**src/design/tomasulo_pkg.sv**
```systemverilog
package tomasulo_pkg;

   localparam int data_width_c   = 32;
   localparam int tag_width_c    = 6;

   // default unit latencies, in cycles from grant to cdb
   localparam int mult_latency_c = 3;
   localparam int div_latency_c  = 8;

   // data memory words behind the load/store unit
   localparam int mem_depth_c    = 256;

   typedef enum logic [3:0] {
      op_add = 4'd0,
      op_sub = 4'd1,
      op_and = 4'd2,
      op_or  = 4'd3,
      op_xor = 4'd4,
      op_slt = 4'd5,
      op_beq = 4'd6,
      op_bne = 4'd7
   } alu_op_e;

   // one operation from the reservation stations
   typedef struct packed {
      alu_op_e                 opcode;
      logic [data_width_c-1:0] rs;
      logic [data_width_c-1:0] rt;
      logic [tag_width_c-1:0]  tag;
      logic                    store;
   } issue_req_t;

   typedef struct packed {
      logic                    valid;
      logic [data_width_c-1:0] data;
      logic [tag_width_c-1:0]  tag;
   } exec_result_t;

   typedef struct packed {
      logic                    valid;
      logic [data_width_c-1:0] data;
      logic [tag_width_c-1:0]  tag;
      logic                    branch;
      logic                    branch_taken;
   } cdb_t;

   // ready strobes and grants share this layout
   typedef struct packed {
      logic int_unit;
      logic mult;
      logic div;
      logic ldst;
   } unit_ready_t;

endpackage

```
**src/design/cdb_scheduler.sv**
```systemverilog
`timescale 1ns/10ps

module cdb_scheduler import tomasulo_pkg::*; #(
   parameter int MULT_LATENCY = mult_latency_c,
   parameter int DIV_LATENCY  = div_latency_c
) (
   input  logic         clk,
   input  logic         arst_n,
   input  unit_ready_t  ready,
   input  logic         div_busy,
   input  exec_result_t int_res,
   input  exec_result_t mult_res,
   input  exec_result_t div_res,
   input  exec_result_t ld_res,
   input  logic         branch,
   input  logic         branch_taken,
   output unit_ready_t  grant,
   output cdb_t         cdb,
   output logic         div_done
);

   // bit i marks a cdb slot taken i cycles from now
   logic [DIV_LATENCY-1:0]  slot_q;
   logic [DIV_LATENCY-1:0]  slot_d;
   logic [MULT_LATENCY-1:0] mult_pipe_q;
   logic [DIV_LATENCY-1:0]  div_pipe_q;
   logic                    mult_own;
   logic                    div_own;
   logic [data_width_c-1:0] hold_data_q;
   logic [tag_width_c-1:0]  hold_tag_q;

   // div first, then mult, then int ahead of loads
   always_comb begin
      grant          = '0;
      grant.div      = ready.div & ~div_busy;
      grant.mult     = ready.mult & ~slot_q[MULT_LATENCY];
      grant.int_unit = ready.int_unit & ~slot_q[0];
      grant.ldst     = ready.ldst & ~slot_q[0] & ~ready.int_unit;
   end

   always_comb begin
      slot_d                 = slot_q >> 1;
      slot_d[DIV_LATENCY-1]  = slot_d[DIV_LATENCY-1] | grant.div;
      slot_d[MULT_LATENCY-1] = slot_d[MULT_LATENCY-1] | grant.mult;
   end

   always_ff @(posedge clk or negedge arst_n) begin
      if (!arst_n) begin
         slot_q      <= '0;
         mult_pipe_q <= '0;
         div_pipe_q  <= '0;
      end else begin
         slot_q      <= slot_d;
         mult_pipe_q <= {mult_pipe_q[MULT_LATENCY-2:0], grant.mult};
         div_pipe_q  <= {div_pipe_q[DIV_LATENCY-2:0], grant.div};
      end
   end

   // which pipelined unit owns this cycle's slot
   assign mult_own = mult_pipe_q[MULT_LATENCY-1];
   assign div_own  = div_pipe_q[DIV_LATENCY-1];
   assign div_done = div_own & div_res.valid;

   always_comb begin
      cdb.valid        = 1'b1;
      cdb.branch       = 1'b0;
      cdb.branch_taken = 1'b0;
      if (grant.int_unit && int_res.valid) begin
         cdb.data         = int_res.data;
         cdb.tag          = int_res.tag;
         cdb.branch       = branch;
         cdb.branch_taken = branch_taken;
      end else if (grant.ldst && ld_res.valid) begin
         cdb.data = ld_res.data;
         cdb.tag  = ld_res.tag;
      end else if (mult_own && mult_res.valid) begin
         cdb.data = mult_res.data;
         cdb.tag  = mult_res.tag;
      end else if (div_done) begin
         cdb.data = div_res.data;
         cdb.tag  = div_res.tag;
      end else begin
         // idle bus keeps the last word and tag
         cdb.valid = 1'b0;
         cdb.data  = hold_data_q;
         cdb.tag   = hold_tag_q;
      end
   end

   always_ff @(posedge clk or negedge arst_n) begin
      if (!arst_n) begin
         hold_data_q <= '0;
         hold_tag_q  <= '0;
      end else begin
         hold_data_q <= cdb.data;
         hold_tag_q  <= cdb.tag;
      end
   end

endmodule

```
**config.mk**
```make
export PLATFORM = sky130hd
export DESIGN_NAME = cdb_scheduler
export DESIGN_NICKNAME = d
export VERILOG_FILES = /design/src/design/tomasulo_pkg.sv /design/src/design/cdb_scheduler.sv
export SDC_FILE = /design/constraint.sdc
export NUM_CORES = 1
export LEC_CHECK = 0
export BUFFER_PORTS_ARGS = -buffer_cell sky130_fd_sc_hd__buf_2
export CAP_MARGIN = 10
export CORE_MARGIN = 5
export CORE_UTILIZATION = 41
export DETAILED_ROUTE_END_ITERATION = 8
export PLACE_DENSITY = 0.81
export REMOVE_ABC_BUFFERS = 1
export SETUP_SLACK_MARGIN = 0.02
export SYNTH_ARGS = -nofsm -noshare
export SYNTH_HDL_FRONTEND = slang
export SYNTH_SLANG_ARGS = --single-unit
export TNS_END_PERCENT = 30
```
**constraint.sdc**
```tcl
create_clock -name clk -period 2.15 [get_ports clk]
set_input_delay 0.3225 -clock clk [delete_from_list [all_inputs] [get_ports clk]]
set_output_delay 0.3225 -clock clk [all_outputs]
set_load 0.01 [all_outputs]
```
; ---- Word level (Yosys, flattened, before mapping)
; Index checks and enable logic that the tools add are counted.
[totals]
ff_bits = 57
[op_classes]
n_mux = 9
reduce_logical = 3
bitwise_logic = 11
[op_table]
columns = operator, count
row1 = 38-bit 2-to-1 mux, 4
row2 = 1-bit bitwise AND, 6
row3 = 1-bit 2-to-1 mux, 4
row4 = 1-bit NOT, 4
row5 = 1-bit logical AND, 3
row6 = 2-bit 2-to-1 mux, 1
row7 = 1-bit OR, 1

; ---- Longest topological paths before layout
; Gate-level depths: netlist of run 1.
[logic_depth]
ltp_word = 6
ltp_mapped = 6
ltp_nobuf = 3

; ---- Least setup slack after synthesis of run 1
; No wires, ideal clock.
[synth_timing]
path_kind = reg2out
from = register slot_q[0]
to = output port cdb[10] (netlist bit)
t_arrival_ns = 1.516
path_stages_with_launch = 6
required_time_ns = 1.827
path_buffers = 2
path_slack_ns = 0.311
cell_sequence = dfrtp_1 > and3b_1 > buf_2 > or2_4 > clkbuf_1 > o31ai_1
[synth_lines]
columns = item, line_no
row1 = "start, declared", cdb_scheduler.sv:23  ; logic [DIV_LATENCY-1:0] slot_q;
row2 = "start signal, assigned", cdb_scheduler.sv:53  ; slot_q <= slot_d;
row3 = "end, declared", cdb_scheduler.sv:18  ; output cdb_t cdb,

==> summary.txt, run 1 <==
Port Buffer Count: 210
leakage: 2.29 nW
Die H: 93.2 um
I/O pins: 211
crit share post-route: 102%
Mapped Cells: 291
setup tns final: -0.147 ns
TritonCTS clock tree: built
ys flop type: dfrtp_1
cell area power density: 594 mW/mm^2
Die Span X: 93.2 um
Logic pwr share: 37.6%
initial antenna violation count: 0
WL final: 12500 um
Max stage delay cell, worst path: dfrtp_1
clk_skew: 0.00621 ns
crit path kind: reg -> out
Synth warnings: 0
Critical Path, Cell by Cell: and3b_2 > buf_12 > a22oi_1 > o31ai_4 > buf_2
number of synthesized flops with an enable pin: 0
detailed router's first-iteration violation count: 176
pins over their slew limit: 0
synth top area cells: dfrtp_1 46%, a211oi_1 10%, a22oi_1 10%, and3_1 8.4%, o31ai_1 7.4%
Period minus WS final: 2.19 ns
Initial Util: 42.0%
CP delay by family, top: compound AO/OA/AOI/OAI gates
count of final hold-check violations: 0
# DRC: 0
worst vdd ir: 0.266 mV
Top Metal Used: met4
Commonest cells post-synth: 52 x dfrtp_1, 38 x a211oi_1, 38 x a22oi_1, 38 x and3_1, 38 x nor2_1
CP Buf/Inv Count: 2
fin cells: 580
PnR Total Power: 2.80 mW
area delta synth->final: 66.1%
most frequent cell after synthesis: dfrtp_1
CP Data Arrival Time: 1.86 ns
WL per Instance: 21.5 um
Die Area: 0.00868 mm^2
Hold Path Class: in -> async
met2 WL post-DR: 6330 um
Flop pwr share: 42.2%
status: complete, but fails checks
WL met1: 4410 um
gr usage total: 25.1%
total core area: 0.00676 mm^2
Multi-input gate area: 0.00196 mm^2
TritonCTS sink count: 52
first-pass GRT wire length: 17100 um
TritonCTS Buffers: 5
Worst Tran Pin Value: 0.579 ns
Crit path required time: 1.83 ns
Async SR Flop Fraction: 100%
area share of the largest cell type after synthesis: 45.9%
routability cong.: 0.778
hpwl dp: 7510 um
routed via count: 3447
Site Rows: 30
Post-DP Area: 0.00396 mm^2
Final Cell Area: 0.00471 mm^2
met3 WL post-DR: 1380 um
antenna fix cells: 0
Avg Cell Area, Syn: 9.75 um^2
switching share of power: 33.2%
Reg area: 0.00130 mm^2
Max Cap Violations: 0
ANT nets after route: 0
CTS Buffer Depth: 2
CTS root buf: clkbuf_8
Peak Freq: 0.458 GHz
Clk Latency, worst-skew pair: 0.30 ns
mapped cell area: 0.00284 mm^2
Reg clk slew, reported paths: 0.10 ns
placed insts: 561
Clk pwr share: 20.3%
Layout Nets: 664
share of layout cells above drive strength 1: 63.0%
Pint: 1.87 mW
flops & latches, synth: 52
largest net degree at the start of global routing: 41
H-tree depth: 2
vias in the first global route: 3498
Worst Setup End Kind: primary output
Via density: 5.94
Yosys top cell by area: dfrtp_1
Netlist cell types: 21
maximum fanout along the worst path: 20
number of fill cells in the layout: 506
GRT overflow: 0
crit start category: flip-flop
Switching Power: 928 uW
slew margin rel.: 61.4%
violated checks: setup timing
sequential area share after synthesis: 45.9%
Core Util, Final: 69.7%
Setup WS post-layout: -0.0355 ns
RSZ-0062 raised after global routing: yes
Setup violations, final: 10
Max stage delay on crit path: 0.44 ns
1st-pass router iterations: 4
## what timing repair did
item                       in CTS  in global routing
hold buffers                    0                  0
buffers inserted                1                  0
pin swaps                      13                 14
setup endpoints to repair      39                 39
resized for setup              57                 43
gates cloned                    6                  4
## through the flow
step | setup WS (ns) | hold WS [ns]
after global placement | 0.0543 | 0.332
after floorplan | -0.119 | 0.0269
after detailed placement | 0.0496 | 0.335
after CTS | -0.00121 | 0.00707
after global routing | -0.0764 | 0.0328
final | -0.0355 | 0.00140
## layout by cell type, fill, tap and decap left out
master / count
and4bb_4: 2
nand2_1: 2
a22oi_2: 18
inv_1: 1
a211oi_1: 26
clkinv_2: 1
or3_1: 1
buf_12: 3
nor2_1: 38
clkinvlp_4: 1
buf_4: 12
dfrtp_1: 52
and3_1: 38
inv_6: 1
and3b_4: 1
o31ai_1: 1
and2_2: 1
a22oi_1: 20
nor2b_1: 3
clkbuf_8: 5
or2_2: 1
o31ai_4: 24
buf_2: 210
and3b_2: 1
o31ai_2: 13
a211oi_2: 12
clkbuf_16: 2
and2_1: 2
nor3b_1: 1
or2_4: 7
## routing by layer
metal	track usage, %	vias up
li1	-	1550
met1	29.9	1639
met2	44.6	229
met3	6.03	29
met4	7.69	0
met5	0	-
## power by group through the flow
stage	combinational, mW	sequential, mW	clock (mW)
2_1_floorplan	0.385	1.18	0
3_3_place_gp	0.778	1.19	0
3_5_place_dp	0.793	1.19	0
4_1_cts	0.948	1.17	0.587
5_1_grt	1.12	1.20	0.626
6_report	1.05	1.18	0.566
## kinds of logic (layout without fill, tap and decap cells)
kind of cell | Yosys count | count (layout) | share of synthesized area, %
simple gates | 90 | 98 | 16.8
compound gates | 114 | 114 | 31.9
buf+inv | 35 | 236 | 5.43
flops | 52 | 52 | 45.9
## area by class of cell
class / instances / area share [%]
sequential: 52 / 27.6
inverter: 1 / 0.0797
clock buffer: 5 / 1.46
multi-input combinational: 212 / 41.7
timing repair buffer: 227 / 26.6
clock inverter: 3 / 0.452
tap: 80 / 2.12
## registers in the layout, indices dropped and copies added (netlist names)
register     count
hold_data_q     32
div_pipe_q       8
hold_tag_q       6
mult_pipe_q      3
slot_q           3
## worst paths after layout
kind | from | end | slack [ns] | cells after the start
max | slot_q[0] | cdb[39] | -0.04 | 5
min | arst_n | hold_data_q[7] | 0.001 | 1
max reg2reg | slot_q[0] | hold_data_q[31] | 0.63 | 4
min reg2reg | mult_pipe_q[1] | mult_pipe_q[2] | 0.36 | 0
max in group asynchronous | arst_n | hold_data_q[9] | 1.47 | 2
min in group clk | div_busy | div_pipe_q[0] | 0.18 | 2
No activity file was read; power rests on OpenSTA's default activity.
==> run 2, diff against run 1 <==
--- a/config.mk
+++ b/config.mk
@@ -10,6 +10,8 @@
 export CORE_MARGIN = 5
 export CORE_UTILIZATION = 41
 export DETAILED_ROUTE_END_ITERATION = 8
+export GPL_ROUTABILITY_DRIVEN = 0
+export GPL_TIMING_DRIVEN = 0
 export PLACE_DENSITY = 0.81
 export REMOVE_ABC_BUFFERS = 1
 export SETUP_SLACK_MARGIN = 0.02
==> run 2 against run 1 <==
Net effect: the run still ends with setup timing left; core utilization up 6.0 points; cell area grew 8.7%; clock power about the same; sequential share of layout area shrank 2.1 points; fmax down 4.9%; worst setup slack got worse by 0.11 ns; sequential power hardly changed; final cell count increased by 4.0%; critical path type unchanged; critical endpoint is now cdb[40]; highest routed layer unchanged.
==> summary.txt, run 2 (synthesis gave the netlist of run 1 again) <==
TritonCTS Buffers: 5
leakage: 2.50 nW
1st-pass router iterations: 5
area delta synth->final: 80.5%
WL per Instance: 23.8 um
vias in the first global route: 3949
Critical Path, Cell by Cell: and4bb_4 > buf_16 > or2_4 > or3_1 > buf_2
total core area: 0.00676 mm^2
status: complete, but fails checks
placed insts: 552
FF-to-FF path depth: 6
Initial Util: 42.0%
Port Buffer Count: 210
clk_skew: 0.00418 ns
largest net degree at the start of global routing: 53
CP Buf/Inv Count: 2
share of layout cells above drive strength 1: 66.5%
Peak Freq: 0.435 GHz
Site Rows: 30
Period minus WS final: 2.30 ns
Worst Tran Pin Value: 0.626 ns
setup tns final: -2.73 ns
count of final hold-check violations: 0
antenna fix cells: 0
CP delay by family, top: simple AND/OR/NAND/NOR gates
maximum fanout along the worst path: 10
commonest non-fill, non-tap cells in the layout: 207 x buf_2, 50 x dfrtp_1, 38 x and3_1, 38 x nor2_1
reg2reg start: div_pipe_q[7]
pre-CTS setup slack: -0.942 ns
CP Depth: 5
Top Registers: hold_data_q x32, div_pipe_q x8, hold_tag_q x6
gr usage total: 32.0%
initial antenna violation count: 0
pins over their slew limit: 0
crit share post-route: 107%
Layout Nets: 687
crit start category: flip-flop
Max stage delay cell, worst path: dfrtp_2
Max stage delay on crit path: 0.43 ns
max reg flops: 32
WL final: 14300 um
routed via count: 3705
detailed router's first-iteration violation count: 234
Max Cap Violations: 0
# DRC: 0
Die Area: 0.00868 mm^2
Via density: 6.14
GRT overflow: 0
fin cells: 603
Reg clk slew, reported paths: 0.10 ns
H-tree depth: 2
I/O pins: 211
Post-DP Area: 0.00398 mm^2
CTS root buf: clkbuf_8
crit path from: slot_q[0]
PnR Total Power: 3.01 mW
Final Cell Area: 0.00512 mm^2
slew margin rel.: 58.3%
number of fill cells in the layout: 442
violated checks: setup timing
hpwl dp: 7530 um
TritonCTS clock tree: built
r2r endpoint: hold_tag_q[3]
commonest non-fill, non-tap cell in the layout: buf_2
Die H: 93.2 um
Worst Setup End Kind: primary output
CP Data Arrival Time: 1.98 ns
ANT nets after route: 0
crit path kind: reg -> out
hold buffers post-CTS: 0
TritonCTS sink count: 52
Clk Latency, worst-skew pair: 0.30 ns
Crit path required time: 1.83 ns
CTS Buffer Depth: 2
worst setup path end: cdb[40]
Setup WS post-layout: -0.149 ns
first-pass GRT wire length: 21200 um
Largest Register: hold_data_q
RSZ-0062 raised after global routing: yes
Hold Path Class: in -> async
cell area power density: 588 mW/mm^2
Worst R2R Setup Slack: 0.34 ns
worst vdd ir: 0.287 mV
Setup violations, final: 39
Die Span X: 93.2 um
[run 2: changes by cell type in the layout (fill, tap and decap cells not counted), sizes merged]
cell / previous run / this run
buf: 225 / 248
bufbuf: 0 / 1
clkbuf: 7 / 5
clkinv: 1 / 2
clkinvlp: 1 / 0
or2: 8 / 9
[run 2: cell type report]
cell class,instances,area (um^2),area share [%]
multi-input combinational,213,2080,40.7
timing repair buffer,249,1540,30.0
sequential,52,1310,25.5
tap,80,100,1.96
clock buffer,5,68.8,1.34
clock inverter,3,22.5,0.440
inverter,1,3.75,0.0733
[run 2: how the worst min path moves through the flow]
stage | from | end | slack (ns)
after floorplan | arst_n | div_pipe_q[0] | 0.03
after detailed placement | mult_pipe_q[1] | mult_pipe_q[2] | 0.34
after CTS | div_busy | div_pipe_q[0] | 0.17
after global placement | div_pipe_q[6] | div_pipe_q[7] | 0.33
after global routing | arst_n | hold_tag_q[5] | 0.05
final | arst_n | hold_data_q[5] | 0.03
[run 2: stage by stage]
stage	hold slack [ns]	utilization, %
2_1_floorplan	0.0269	-
3_3_place_gp	0.332	56.8
3_5_place_dp	0.336	58.8
4_1_cts	0.172	73.7
5_1_grt	0.0512	75.8
6_report	0.0304	75.8
[run 2: metal layers]
layer | share of wire [%] | GRT usage [%]
met3 | 11 | 8.13
met5 | 0 | 0
met1 | 36 | 36.3
met2 | 50 | 56.1
met4 | 3.4 | 15.0
[run 2: power by group]
group / switching [mW] / total, mW / internal [mW] / leakage, nW
Combinational: 0.606 / 1.24 / 0.636 / 1.83
Clock: 0.334 / 0.568 / 0.234 / 0.0485
Sequential: 0.0733 / 1.20 / 1.13 / 0.618
[run 2: timing repair]
item,in CTS,in global routing
resized for setup,106,16
cloned,11,0
setup endpoints to repair,80,39
buffers inserted,26,5
pin swaps,18,21
hold endpoints to repair,0,0
==> run 3, diff against run 2 <==
--- a/config.mk
+++ b/config.mk
@@ -15,7 +15,8 @@
 export PLACE_DENSITY = 0.81
 export REMOVE_ABC_BUFFERS = 1
 export SETUP_SLACK_MARGIN = 0.02
+export SKIP_CTS_REPAIR_TIMING = 1
 export SYNTH_ARGS = -nofsm -noshare
 export SYNTH_HDL_FRONTEND = slang
 export SYNTH_SLANG_ARGS = --single-unit
-export TNS_END_PERCENT = 30
+export TNS_END_PERCENT = 10
==> run 3 against run 2 <==
Net effect: largest cell class unchanged; fmax decreased by 0.41%; sequential power about the same; clock skew increased by 0.0027 ns; the run ends with hold timing, setup timing left; wire length decreased by 6.1%; critical path depth unchanged; critical path type unchanged; cell area decreased by 2.0%; highest routed layer unchanged; total power decreased by 2.0%; clock power about the same.
==> summary.txt, run 3 (synthesis gave the netlist of run 1 again) <==
Port Buffer Count: 210
Site Rows: 30
ANT nets after route: 0
1st-pass router iterations: 7
count of final hold-check violations: 18
maximum fanout along the worst path: 11
Logic pwr share: 40.1%
GRT overflow: 0
slew margin rel.: 64.8%
Worst Tran Pin Value: 0.528 ns
Die Area: 0.00868 mm^2
CP Data Arrival Time: 1.99 ns
cell area power density: 588 mW/mm^2
met3 WL post-DR: 1170 um
H-tree depth: 2
met2 WL post-DR: 6810 um
Pint: 1.96 mW
antenna fix cells: 0
crit path kind: reg -> out
TritonCTS Buffers: 5
initial antenna violation count: 0
commonest non-fill, non-tap cells in the layout: 207 x buf_2, 50 x dfrtp_1, 38 x and3_1, 38 x nor2_1
Crit path required time: 1.83 ns
Layout Nets: 670
CTS Buffer Depth: 2
Die H: 93.2 um
detailed router's first-iteration violation count: 172
Switching Power: 995 uW
status: complete, but fails checks
Reg clk slew, reported paths: 0.10 ns
Via density: 6.06
Clk Latency, worst-skew pair: 0.30 ns
Post-DP Area: 0.00398 mm^2
TritonCTS clock tree: built
largest net degree at the start of global routing: 53
Top Metal Used: met4
gr usage total: 22.0%
routed via count: 3554
WL met1: 5120 um
Initial Util: 42.0%
switching share of power: 33.7%
commonest non-fill, non-tap cell in the layout: buf_2
CTS root buf: clkbuf_8
worst vdd ir: 0.287 mV
Die Span X: 93.2 um
Max Cap Violations: 0
Worst Setup End Kind: primary output
WL per Instance: 23.0 um
Setup violations, final: 39
crit start category: flip-flop
vias in the first global route: 3313
clk_skew: 0.00692 ns
Hold Path Class: in -> async
I/O pins: 211
hpwl dp: 7530 um
first-pass GRT wire length: 15600 um
Final Cell Area: 0.00502 mm^2
PnR Total Power: 2.95 mW
Setup WS post-layout: -0.158 ns
Period minus WS final: 2.31 ns
area delta synth->final: 76.8%
total core area: 0.00676 mm^2
Flop pwr share: 40.7%
violated checks: hold timing, setup timing
crit share post-route: 107%
leakage: 2.42 nW
share of layout cells above drive strength 1: 65.6%
Largest Register: hold_data_q
# DRC: 0
RSZ-0062 raised after global routing: yes
Top Registers: hold_data_q x32, div_pipe_q x8, hold_tag_q x6
max reg flops: 32
pins over their slew limit: 0
WL final: 13500 um
Peak Freq: 0.433 GHz
Clk pwr share: 19.2%
Fin Hold WS: -0.0186 ns
TritonCTS sink count: 52
## run 3: final cells by class
cell class              instances  area (um^2)
clock inverters                 3         22.5
well taps                      80          100
clock buffers                   5         68.8
multi-input cells             214         2130
flip-flops and latches         52         1310
inverters                       1         3.75
repair buffers                231         1380
fillers                       451         1740
## run 3: path summary, 6_finish.rpt
| check | startpoint | to | slack [ns] | depth (start not counted) |
|---|---|---|---|---|
| max in group asynchronous | arst_n | div_pipe_q[7] | 1.60 | 2 |
| worst min-delay path | arst_n | hold_data_q[5] | -0.02 | 1 |
| worst min register to register | mult_pipe_q[0] | mult_pipe_q[1] | 0.36 | 0 |
| min in group clk | div_busy | div_pipe_q[0] | 0.18 | 2 |
| worst max register to register | slot_q[0] | hold_data_q[1] | 0.50 | 5 |
| worst max-delay path | slot_q[0] | cdb[40] | -0.16 | 5 |
## run 3: power groups by stage
stage	combinational, mW	sequential, mW	clock, mW
final	1.18	1.20	0.567
after global routing	1.26	1.22	0.620
after CTS	0.796	1.18	0.580
after detailed placement	0.792	1.20	0
after global placement	0.748	1.19	0
after floorplan	0.385	1.18	0
## run 3: per-stage QoR
step	setup TNS, ns	util [%]	hold slack [ns]	setup WS [ns]	std cells
after floorplan	-3.69	-	0.0269	-0.119	257
after global placement	-70.28	56.8	0.332	-1.11	547
after detailed placement	-48.48	58.8	0.336	-0.942	552
after CTS	-64.05	60.2	0.172	-1.30	560
after global routing	-5.10	74.2	0.00244	-0.207	586
final	-2.46	74.2	-0.0186	-0.158	586
## run 3: critical path, stage by stage (launching register included)
cell,delay [ns]
dfrtp_2,0.44
and4bb_4,0.28
buf_16,0.15
or2_4,0.33
or3_1,0.33
buf_2,0.15
## run 3: per-layer routing
metal / vias to the layer above / GRT usage, %
met5: - / 0
met2: 222 / 40.7
met4: 0 / 6.47
met1: 1736 / 25.7
li1: 1566 / -
met3: 30 / 4.26
